==> src/tluh_params.svh <==
// TileLink SRAM adapter parameters
`ifndef TLUH_PARAMS_SVH
`define TLUH_PARAMS_SVH

// TileLink bus geometry
`define TL_AW  32  // Byte address width on the A channel
`define TL_DW  32  // Data width of the A and D channels
`define TL_DBW 4   // Byte lanes in one data word
`define TL_SZW 2   // Width of the log2 size field
`define TL_AIW 8   // Source ID width, echoed back on D

// SRAM side, one SRAM word holds exactly one TL word
`define SRAM_AW 12  // Word address width, the TL byte bits are dropped

// Every FIFO in the adapter has this depth
`define OUTSTANDING 2  // Requests that may be in flight at once

// Request record holds kind, error flag, size and source
`define REQ_REC_W (1 + 1 + `TL_SZW + `TL_AIW)

// Pending-read record is just the byte mask of the read
`define SRAMREQ_W `TL_DBW

// Response record holds the masked read data and the error flag
`define RSP_REC_W (`TL_DW + 1)

`endif

==> src/tluh_pkg.sv <==
// TileLink adapter types
package tluh_pkg;

  // A channel opcodes the adapter understands
  // Any other encoding on a_opcode is answered with an error
  typedef enum logic [2:0] {
    PutFullData    = 3'h0,  // Write, every addressed lane enabled
    PutPartialData = 3'h1,  // Write, any mask inside the addressed lanes
    Get            = 3'h4   // Read of the addressed lanes
  } tl_a_op_e;

  // D channel opcodes the adapter produces
  typedef enum logic [2:0] {
    AccessAck     = 3'h0,  // Answer to a write or an unknown opcode
    AccessAckData = 3'h1   // Answer to a read, carries d_data
  } tl_d_op_e;

  // Kind stored in the request record
  // It decides whether the D side waits for SRAM read data
  typedef enum logic {
    OpWrite = 1'b0,  // No data comes back from the SRAM
    OpRead  = 1'b1   // Response waits for the response FIFO
  } req_kind_e;

endpackage

==> src/tluh_req_check.sv <==
// TileLink A request checker
`include "tluh_params.svh"

module tluh_req_check #(
  parameter bit BYTE_ACCESS  = 1'b1,  // Allow sub-word and partial writes
  parameter bit ERR_ON_WRITE = 1'b0,  // Every write is answered with an error
  parameter bit ERR_ON_READ  = 1'b0   // Every read is answered with an error
) (
  input  logic                                  a_valid_i,
  input  logic [$bits(tluh_pkg::tl_a_op_e)-1:0] a_opcode_i,  // Raw so unknown codes can appear
  input  logic [`TL_SZW-1:0]                    a_size_i,
  input  logic [`TL_AIW-1:0]                    a_source_i,
  input  logic [`TL_AW-1:0]                     a_address_i,
  input  logic [`TL_DBW-1:0]                    a_mask_i,
  input  logic [`TL_DW-1:0]                     a_data_i,
  input  logic                                  reqfifo_ready_i,  // Request FIFO has room
  output logic                                  req_o,
  output logic                                  we_o,
  output logic [`SRAM_AW-1:0]                   addr_o,
  output logic [`TL_DW-1:0]                     wdata_o,
  output logic [`TL_DW-1:0]                     wmask_o,
  output logic                                  err_o,
  output logic [`REQ_REC_W-1:0]                 req_rec_o,
  output logic [`SRAMREQ_W-1:0]                 mask_rec_o
);
  import tluh_pkg::*;

  localparam int unsigned LSB_W = $clog2(`TL_DBW);  // Byte offset bits inside a word

  logic               is_get;
  logic               is_put_full;
  logic               is_write;
  logic               op_err;
  logic               size_err;
  logic               align_err;
  logic               mask_err;
  logic               wr_attr_err;
  logic               wr_vld_err;
  logic               rd_vld_err;
  logic [LSB_W-1:0]   byte_off;
  logic [`TL_DBW-1:0] lanes;  // Lanes covered by address and size
  req_kind_e          kind;

  assign byte_off    = a_address_i[LSB_W-1:0];
  assign is_get      = (a_opcode_i == Get);
  assign is_put_full = (a_opcode_i == PutFullData);
  assign is_write    = is_put_full | (a_opcode_i == PutPartialData);

  assign op_err   = ~(is_get | is_write);  // Unknown opcode
  assign size_err = (a_size_i > LSB_W);    // Nothing wider than one TL word

  // Addressed lanes and alignment per size
  always_comb begin
    lanes     = '1;
    align_err = 1'b0;
    case (a_size_i)
      2'd0: lanes = `TL_DBW'(1) << byte_off;  // Single byte, any offset
      2'd1: begin
        lanes     = `TL_DBW'(3) << {byte_off[LSB_W-1:1], 1'b0};
        align_err = byte_off[0];  // Half word must sit on an even byte
      end
      2'd2: align_err = |byte_off;  // Full word must be word aligned
      default: lanes = '1;  // Oversize is already flagged by size_err
    endcase
  end

  // Mask may not leave the lanes, and a full put must fill them
  assign mask_err = (|(a_mask_i & ~lanes)) | (is_put_full & (a_mask_i != lanes));

  // Without byte access only full-word writes are legal
  assign wr_attr_err = ~BYTE_ACCESS & is_write & ((a_mask_i != '1) | (a_size_i != LSB_W));
  assign wr_vld_err  = ERR_ON_WRITE & is_write;
  assign rd_vld_err  = ERR_ON_READ & is_get;

  assign err_o = op_err | size_err | align_err | mask_err |
                 wr_attr_err | wr_vld_err | rd_vld_err;

  // An errored request never reaches the SRAM
  assign req_o  = a_valid_i & reqfifo_ready_i & ~err_o;
  assign we_o   = is_write;
  assign addr_o = a_address_i[LSB_W +: `SRAM_AW];  // Word address, upper bits alias

  // Byte mask to bit mask, unmasked data is forced to zero
  always_comb begin
    for (int i = 0; i < `TL_DBW; i++) begin
      wmask_o[8*i +: 8] = {8{a_mask_i[i]}};
    end
  end
  assign wdata_o = a_data_i & wmask_o;

  // Unknown opcodes are recorded as writes so they get an AccessAck
  assign kind       = is_get ? OpRead : OpWrite;
  assign req_rec_o  = {kind, err_o, a_size_i, a_source_i};
  assign mask_rec_o = a_mask_i;  // Needed again when read data returns

endmodule

==> src/tluh_sync_fifo.sv <==
// Synchronous FIFO with pass-through
module tluh_sync_fifo #(
  parameter int unsigned WIDTH = 8,
  parameter int unsigned DEPTH = 2,
  parameter bit          PASS  = 1'b0  // Empty FIFO forwards a write in the same cycle
) (
  input  logic             clk_i,
  input  logic             rst_i,
  input  logic             wvalid_i,
  output logic             wready_o,
  input  logic [WIDTH-1:0] wdata_i,
  output logic             rvalid_o,
  input  logic             rready_i,
  output logic [WIDTH-1:0] rdata_o
);

  localparam int unsigned PTR_W = (DEPTH > 1) ? $clog2(DEPTH) : 1;
  localparam int unsigned CNT_W = $clog2(DEPTH + 1);  // Must hold the value DEPTH

  logic [WIDTH-1:0] mem [DEPTH];
  logic [PTR_W-1:0] wptr;
  logic [PTR_W-1:0] rptr;
  logic [CNT_W-1:0] count;  // Entries held in mem
  logic             empty;
  logic             bypass;
  logic             push;
  logic             pop;
  logic             store;
  logic             drain;

  assign empty    = (count == '0);
  assign wready_o = (count != CNT_W'(DEPTH));

  // In pass mode the write data is presented straight away when nothing is queued
  assign bypass   = PASS & empty & wvalid_i;
  assign rvalid_o = ~empty | bypass;
  assign rdata_o  = bypass ? wdata_i : mem[rptr];

  assign push  = wvalid_i & wready_o;
  assign pop   = rvalid_o & rready_i;
  assign store = push & ~(bypass & pop);  // A bypassed word taken at once is never stored
  assign drain = pop & ~empty;            // Only a stored word moves the read pointer

  // Pointer advance with wrap for any depth
  function automatic logic [PTR_W-1:0] ptr_inc(input logic [PTR_W-1:0] ptr);
    ptr_inc = (ptr == PTR_W'(DEPTH - 1)) ? '0 : ptr + 1'b1;
  endfunction

  always_ff @(posedge clk_i) begin
    if (rst_i) begin
      wptr  <= '0;
      rptr  <= '0;
      count <= '0;
    end else begin
      if (store) begin
        wptr <= ptr_inc(wptr);
      end
      if (drain) begin
        rptr <= ptr_inc(rptr);
      end
      count <= count + CNT_W'(store) - CNT_W'(drain);  // Both at once keeps the count
    end
  end

  // Storage array
  always_ff @(posedge clk_i) begin
    if (store) begin
      mem[wptr] <= wdata_i;
    end
  end

endmodule

==> src/tluh_rsp_assembler.sv <==
// TileLink D channel response assembler
`include "tluh_params.svh"

module tluh_rsp_assembler (
  input  logic [`REQ_REC_W-1:0] req_rec_i,        // Head of the request FIFO
  input  logic                  reqfifo_valid_i,
  input  logic [`RSP_REC_W-1:0] rsp_rec_i,        // Head of the response FIFO
  input  logic                  rspfifo_valid_i,
  input  logic [`TL_DW-1:0]     sram_rdata_i,
  input  logic                  sram_rvalid_i,
  input  logic                  sram_rerror_i,    // Uncorrectable read error
  input  logic [`SRAMREQ_W-1:0] mask_rec_i,       // Byte mask of the oldest pending read
  input  logic                  d_ready_i,
  output logic                  d_valid_o,
  output tluh_pkg::tl_d_op_e    d_opcode_o,
  output logic [`TL_SZW-1:0]    d_size_o,
  output logic [`TL_AIW-1:0]    d_source_o,
  output logic [`TL_DW-1:0]     d_data_o,
  output logic                  d_error_o,
  output logic [`RSP_REC_W-1:0] rsp_rec_o,
  output logic                  reqfifo_pop_o,
  output logic                  rspfifo_pop_o,
  output logic                  sramreqfifo_pop_o
);
  import tluh_pkg::*;

  req_kind_e          rec_kind;
  logic               rec_err;
  logic [`TL_SZW-1:0] rec_size;
  logic [`TL_AIW-1:0] rec_source;
  logic [`TL_DW-1:0]  rsp_data;
  logic               rsp_err;
  logic [`TL_DW-1:0]  rmask;
  logic               clean_read;  // Read that did go to the SRAM
  logic               d_ack;

  // Unpack the request record, same order as the checker packs it
  assign rec_kind   = req_kind_e'(req_rec_i[`REQ_REC_W-1]);
  assign rec_err    = req_rec_i[`REQ_REC_W-2];
  assign rec_size   = req_rec_i[`TL_AIW +: `TL_SZW];
  assign rec_source = req_rec_i[`TL_AIW-1:0];

  assign {rsp_data, rsp_err} = rsp_rec_i;

  // Only the requested bytes of the read word go back to the host
  always_comb begin
    for (int i = 0; i < `TL_DBW; i++) begin
      rmask[8*i +: 8] = {8{mask_rec_i[i]}};
    end
  end
  assign rsp_rec_o = {sram_rdata_i & rmask, sram_rerror_i};

  assign clean_read = (rec_kind == OpRead) & ~rec_err;

  // Writes and errored requests answer at once, clean reads wait for data
  assign d_valid_o = reqfifo_valid_i & (~clean_read | rspfifo_valid_i);

  // Errored Get still answers with AccessAckData
  assign d_opcode_o = (rec_kind == OpRead) ? AccessAckData : AccessAck;
  assign d_size_o   = rec_size;    // Echoed from the request
  assign d_source_o = rec_source;
  assign d_data_o   = (clean_read & rspfifo_valid_i) ? rsp_data : '0;
  assign d_error_o  = d_valid_o & (rec_err | (clean_read & rsp_err));

  assign d_ack = d_valid_o & d_ready_i;

  assign reqfifo_pop_o     = d_ack;               // Every response retires one request
  assign rspfifo_pop_o     = d_ack & clean_read;  // Only clean reads own response data
  assign sramreqfifo_pop_o = sram_rvalid_i;       // Mask is consumed as data returns

endmodule

==> src/tluh_sram_adapter.sv <==
// TileLink-UL to SRAM adapter
`include "tluh_params.svh"

module tluh_sram_adapter #(
  parameter bit BYTE_ACCESS  = 1'b1,  // Sub-word writes allowed
  parameter bit ERR_ON_WRITE = 1'b0,  // Reject all writes
  parameter bit ERR_ON_READ  = 1'b0   // Reject all reads
) (
  input  logic                                  clk_i,
  input  logic                                  rst_i,

  // TileLink A channel
  input  logic                                  a_valid_i,
  output logic                                  a_ready_o,
  input  logic [$bits(tluh_pkg::tl_a_op_e)-1:0] a_opcode_i,
  input  logic [`TL_SZW-1:0]                    a_size_i,
  input  logic [`TL_AIW-1:0]                    a_source_i,
  input  logic [`TL_AW-1:0]                     a_address_i,
  input  logic [`TL_DBW-1:0]                    a_mask_i,
  input  logic [`TL_DW-1:0]                     a_data_i,

  // TileLink D channel
  output logic                                  d_valid_o,
  input  logic                                  d_ready_i,
  output tluh_pkg::tl_d_op_e                    d_opcode_o,
  output logic [`TL_SZW-1:0]                    d_size_o,
  output logic [`TL_AIW-1:0]                    d_source_o,
  output logic [`TL_DW-1:0]                     d_data_o,
  output logic                                  d_error_o,

  // SRAM port, reads return in order without back-pressure
  output logic                                  req_o,
  input  logic                                  gnt_i,
  output logic                                  we_o,
  output logic [`SRAM_AW-1:0]                   addr_o,
  output logic [`TL_DW-1:0]                     wdata_o,
  output logic [`TL_DW-1:0]                     wmask_o,
  input  logic [`TL_DW-1:0]                     rdata_i,
  input  logic                                  rvalid_i,
  input  logic                                  rerror_i
);

  logic                  err;  // Current A request fails a check
  logic                  a_ack;

  logic [`REQ_REC_W-1:0] req_rec;
  logic                  reqfifo_wvalid;
  logic                  reqfifo_wready;
  logic                  reqfifo_rvalid;
  logic                  reqfifo_rready;
  logic [`REQ_REC_W-1:0] reqfifo_rdata;

  logic [`SRAMREQ_W-1:0] mask_rec;
  logic                  sramreqfifo_wvalid;
  logic                  sramreqfifo_wready;
  logic                  sramreqfifo_rvalid;
  logic                  sramreqfifo_rready;
  logic [`SRAMREQ_W-1:0] sramreqfifo_rdata;

  logic [`RSP_REC_W-1:0] rspfifo_wdata;
  logic                  rspfifo_wvalid;
  logic                  rspfifo_rvalid;
  logic                  rspfifo_rready;
  logic [`RSP_REC_W-1:0] rspfifo_rdata;

  // Errored requests are accepted without a grant, they never touch the SRAM
  assign a_ready_o = (gnt_i | err) & reqfifo_wready & sramreqfifo_wready;
  assign a_ack     = a_valid_i & a_ready_o;

  assign reqfifo_wvalid     = a_ack;                  // Every accepted request is tracked
  assign sramreqfifo_wvalid = req_o & gnt_i & ~we_o;  // Only granted reads wait for data
  assign rspfifo_wvalid     = rvalid_i & sramreqfifo_rvalid;

  tluh_req_check #(
    .BYTE_ACCESS  (BYTE_ACCESS),
    .ERR_ON_WRITE (ERR_ON_WRITE),
    .ERR_ON_READ  (ERR_ON_READ)
  ) u_req_check (
    .a_valid_i       (a_valid_i),
    .a_opcode_i      (a_opcode_i),
    .a_size_i        (a_size_i),
    .a_source_i      (a_source_i),
    .a_address_i     (a_address_i),
    .a_mask_i        (a_mask_i),
    .a_data_i        (a_data_i),
    .reqfifo_ready_i (reqfifo_wready),
    .req_o           (req_o),
    .we_o            (we_o),
    .addr_o          (addr_o),
    .wdata_o         (wdata_o),
    .wmask_o         (wmask_o),
    .err_o           (err),
    .req_rec_o       (req_rec),
    .mask_rec_o      (mask_rec)
  );

  // Keeps kind, error, size and source until the D transfer
  tluh_sync_fifo #(
    .WIDTH (`REQ_REC_W),
    .DEPTH (`OUTSTANDING),
    .PASS  (1'b0)
  ) u_reqfifo (
    .clk_i    (clk_i),
    .rst_i    (rst_i),
    .wvalid_i (reqfifo_wvalid),
    .wready_o (reqfifo_wready),
    .wdata_i  (req_rec),
    .rvalid_o (reqfifo_rvalid),
    .rready_i (reqfifo_rready),
    .rdata_o  (reqfifo_rdata)
  );

  // Byte mask of each granted read until its data is back
  tluh_sync_fifo #(
    .WIDTH (`SRAMREQ_W),
    .DEPTH (`OUTSTANDING),
    .PASS  (1'b0)
  ) u_sramreqfifo (
    .clk_i    (clk_i),
    .rst_i    (rst_i),
    .wvalid_i (sramreqfifo_wvalid),
    .wready_o (sramreqfifo_wready),
    .wdata_i  (mask_rec),
    .rvalid_o (sramreqfifo_rvalid),
    .rready_i (sramreqfifo_rready),
    .rdata_o  (sramreqfifo_rdata)
  );

  // Catches read data while D is stalled, the depth bound means it never overflows
  tluh_sync_fifo #(
    .WIDTH (`RSP_REC_W),
    .DEPTH (`OUTSTANDING),
    .PASS  (1'b1)
  ) u_rspfifo (
    .clk_i    (clk_i),
    .rst_i    (rst_i),
    .wvalid_i (rspfifo_wvalid),
    .wready_o (),
    .wdata_i  (rspfifo_wdata),
    .rvalid_o (rspfifo_rvalid),
    .rready_i (rspfifo_rready),
    .rdata_o  (rspfifo_rdata)
  );

  tluh_rsp_assembler u_rsp_assembler (
    .req_rec_i         (reqfifo_rdata),
    .reqfifo_valid_i   (reqfifo_rvalid),
    .rsp_rec_i         (rspfifo_rdata),
    .rspfifo_valid_i   (rspfifo_rvalid),
    .sram_rdata_i      (rdata_i),
    .sram_rvalid_i     (rvalid_i),
    .sram_rerror_i     (rerror_i),
    .mask_rec_i        (sramreqfifo_rdata),
    .d_ready_i         (d_ready_i),
    .d_valid_o         (d_valid_o),
    .d_opcode_o        (d_opcode_o),
    .d_size_o          (d_size_o),
    .d_source_o        (d_source_o),
    .d_data_o          (d_data_o),
    .d_error_o         (d_error_o),
    .rsp_rec_o         (rspfifo_wdata),
    .reqfifo_pop_o     (reqfifo_rready),
    .rspfifo_pop_o     (rspfifo_rready),
    .sramreqfifo_pop_o (sramreqfifo_rready)
  );

endmodule

==> config.mk <==
export PLATFORM = sky130hd
export DESIGN_NAME = tluh_sram_adapter
export DESIGN_NICKNAME = d
export VERILOG_FILES = /design/src/tluh_pkg.sv /design/src/tluh_req_check.sv /design/src/tluh_sync_fifo.sv /design/src/tluh_rsp_assembler.sv /design/src/tluh_sram_adapter.sv
export VERILOG_INCLUDE_DIRS = /design/src /design/src/src
export SDC_FILE = /design/constraint.sdc
export NUM_CORES = 1
export LEC_CHECK = 0
export ABC_AREA = 1
export BUFFER_PORTS_ARGS = -buffer_cell sky130_fd_sc_hd__buf_4
export CAP_MARGIN = 20
export CORE_MARGIN = 10
export CORE_UTILIZATION = 44
export CTS_BUF_LIST = sky130_fd_sc_hd__clkbuf_8 sky130_fd_sc_hd__clkbuf_16
export DETAILED_ROUTE_END_ITERATION = 7
export GPL_ROUTABILITY_DRIVEN = 0
export GPL_TIMING_DRIVEN = 1
export PLACE_DENSITY = 0.83
export SETUP_SLACK_MARGIN = 0.05
export SYNTH_ARGS = -nofsm -noshare
export SYNTH_HDL_FRONTEND = slang
export SYNTH_SLANG_ARGS = --single-unit
==> constraint.sdc <==
create_clock -name clk_i -period 3.2 [get_ports clk_i]
set_clock_uncertainty 0.05 [all_clocks]
set_input_delay 0.64 -clock clk_i [delete_from_list [all_inputs] [get_ports clk_i]]
set_output_delay 0.64 -clock clk_i [all_outputs]
set_load 0.01 [all_outputs]
==> impl_metrics.csv <==
group,metric,value,unit
sta,hold_viol,0,
routing,routedWlPerCell,15.1,µm
die,die_w,137,µm
critical_path,required,2510,ps
global_routing,grt.total_usage,14.8,%
finish,final_layout_size_suffix_gt1_share,38.6,%
die,die_height,137,µm
cts,cts_tree,"built",
run,cap_violations,0,
placement,place_area,0.00748,mm²
power_and_ir_drop,clockPowerShare,33.5,%
critical_path,cp.depth,15,
finish,fin_cells,959,
critical_path,arrival,2360,ps
global_routing,grt_pass1_vias,4569,
sta,period_minus_slack,3050,ps
sta,setup_violations,0,
die,rows,42,
synth,yosys_warnings,0,
critical_path,r2r-end,"u_reqfifo.count[1]",
routing,drt_iter0_markers,235,
die,io_pins,246,
synth,yosys.area.top_type,"edfxtp_1",
cts,cts_buffer_depth,2,
power_and_ir_drop,p_switching,1.63,mW
critical_path,critPathTopFamily,"simple AND/OR/NAND/NOR gates",
synth,synth_area_leaders,"edfxtp_1 49%, inv_1 6.5%, a211oi_2 6.2%, buf_4 6.2%, mux2i_1 6.0%",
critical_path,crit_top_cell,"nor2_1",
global_routing,grt_pass1_wl,21900,µm
routing,vias,4470,
cts,clk_pin_slew,60,ps
synth,seq_area_frac_synth,53.7,%
power_and_ir_drop,switching_share,32.1,%
power_and_ir_drop,cellLeakagePower,3.81,nW
global_routing,antenna_found_initial,0,
placement,place_hpwl,10900,µm
placement,io_buffers,201,
power_and_ir_drop,seqPwrFrac,37.8,%
critical_path,worst-r2r-setup-slack,850,ps
min_path,hold_end,"u_reqfifo.mem[1][4]",
sta,fin_crit_sh,95.4,%
critical_path,crit_type,"input pin to output port",
routing,firstDrtPassIters,5,
sta,holdWs,371,ps
sta,max_freq,328,MHz
cts,numClockSinks,113,
cts,cts_root_buf,"clkbuf_16",
critical_path,worstRegToRegCells,13,
sta,drv_slew,0,
power_and_ir_drop,combinationalPowerShare,28.8,%
global_routing,grt_max_degree,42,
power_and_ir_drop,p_per_area,630,mW/mm²
routing,drtAntennaViolNets,0,
critical_path,cp-start-kind,"input pin",
power_and_ir_drop,p_int,3.45,mW
routing,drc_errors,0,
finish,layout_common_cells,"214 x buf_4, 102 x inv_1, 98 x edfxtp_1",
power_and_ir_drop,peakVddDrop,0.443,mV
finish,final_common_cell,"buf_4",
sta,worst_slack,149,ps
finish,syn2layout_area_growth,33.7,%
cts,clkLatencyLatePin,400,ps
critical_path,crit_chain,"buf_4 > inv_4 > ha_4 > inv_1 > nand2_2 > a32o_2 > inv_1 > ha_1 > nand2_1 > nor2_1 > nor2_1 > nor2_1 > nand2_1 > nor3b_2 > buf_4",
global_routing,grt.overflow.total,0,
routing,totalWireLength,14500,µm
min_path,hold_path.class,"input pin to flip-flop",
placement,dp.cells,926,
synth,ys_types,34,
synth,syn_area,0.00604,mm²
die,core_area,0.0133,mm²
sta,rsz0062_at_grt,"true",
die,initial_utilization,45.2,%
cts,htreeDepth,4,
synth,synth_top_area_share,48.7,%
outcome,status,"completed",
critical_path,crit_path_end_kind,"output port",
critical_path,cp_slowest_cell,"ha_1",
min_path,min_from,"a_source_i[4]",
critical_path,crit_buf_inv,5,
finish,fin_nets,905,
min_path,hold_path_depth,1,
placement,pre_cts_ws,41.8,ps
finish,fin_area,0.00807,mm²
critical_path,cp_max_fo,5,
synth,synth_cells,599,
critical_path,crit_path_max_incr_delay,260,ps
synth,ys_seq_elements,113,
routing,via_per_inst,4.66,
die,dieArea,0.0188,mm²
cts,numCtsBuffers,17,
synth,avgSynthCellArea,10.1,µm²
cts,ctsHoldBuffers,0,
finish,diodes,0,
-- worst register-to-register path, stage by stage, from the launching register on --
cell,delay [ps]
dfxtp_1,420
inv_2,150
nand2_1,90
nand2_1,100
nor2_4,170
nand3_1,110
nand3_1,120
inv_1,60
ha_1,300
inv_1,80
ha_1,170
xor2_1,190
o21ai_0,120
a21oi_1,140
-- area by class of cell --
class,count,area [µm²]
flip-flops and latches,113,3240
fillers,1068,5280
clock buffers,17,425
inverters,107,404
multi-input cells,313,1960
repair buffers,218,1690
clock inverters,15,128
well taps,176,220
-- synthesized netlist by cell type, drive strengths merged --
library cell / instances
a32o: 2
nand4: 3
mux2i: 36
a211oi: 32
o21ai: 7
a31oi: 1
buf: 60
nor2: 94
nor3: 1
clkbuf: 7
or2: 1
conb: 1
dfxtp: 15
ha: 15
inv: 107
a21oi: 9
nand2: 96
a22oi: 1
xor2: 4
nor3b: 1
nand3: 6
a32oi: 1
nand3b: 1
edfxtp: 98
-- state kept, by name, summed over array words and instances, names as in the netlist, 2 cells and up, named ones only --
name / flops
u_reqfifo.count: 2
u_rspfifo.mem: 66
u_rspfifo.count: 2
u_sramreqfifo.count: 2
u_reqfifo.mem: 24
u_sramreqfifo.mem: 8
-- what timing repair did --
item / CTS / global route
endpoints found under the setup margin: 1 / 13
resized for setup: 1 / 9
pin swaps: 0 / 6
setup buffers: 0 / 1
-- cell families (layout without fill, tap and decap cells) --
| logic type | count (synthesis) | in the layout | share of synthesized area, % |
|---|---|---|---|
| flip-flops | 113 | 113 | 53.7 |
| AO/OA/AOI/OAI | 53 | 53 | 8.56 |
| multiplexers | 36 | 36 | 5.97 |
| AND/OR/NAND/NOR | 203 | 203 | 13.5 |
| XOR/XNOR | 4 | 4 | 0.580 |
| other | 1 | 2 | 0.0621 |
| buffers and inverters | 174 | 357 | 14.5 |
| adder cells (fa/ha/maj) | 15 | 15 | 3.11 |
-- how the worst max path moves through the flow --
stage / startpoint / to
finish: a_size_i[1] / req_o
floorplan: rvalid_i / u_rspfifo.mem[0][0]
detailed placement: a_size_i[1] / u_sramreqfifo.count[1]
CTS: a_size_i[1] / req_o
global route: a_size_i[1] / req_o
global placement: a_size_i[1] / req_o
-- through the flow --
step	TNS, ps	power (mW)	utilization (%)
final	0	5.08	60.5
after global routing	-23.3	5.35	60.5
after CTS	0	5.12	60.2
after detailed placement	0	3.40	56.0
after global placement	0	3.36	56.0
after floorplan	0	2.84	-
-- per-layer routing --
layer / GRT usage (%) / vias to the layer above / part of all wire, % / wire (µm)
li1: - / 2242 / - / -
met5: 0 / - / 0 / 0
met3: 6.38 / 11 / 11 / 1520
met4: 6.21 / 0 / 0.97 / 140
met2: 25.6 / 185 / 51 / 7330
met1: 15.5 / 2032 / 38 / 5500
-- power groups by stage --
stage / Combinational (mW) / Clock, mW / Sequential [mW]
global route: 1.62 / 1.79 / 1.94
CTS: 1.48 / 1.72 / 1.92
global placement: 1.42 / 0 / 1.94
floorplan: 0.911 / 0 / 1.93
detailed placement: 1.46 / 0 / 1.95
finish: 1.46 / 1.70 / 1.92
Note: power is estimated with default switching activity, not from simulation.
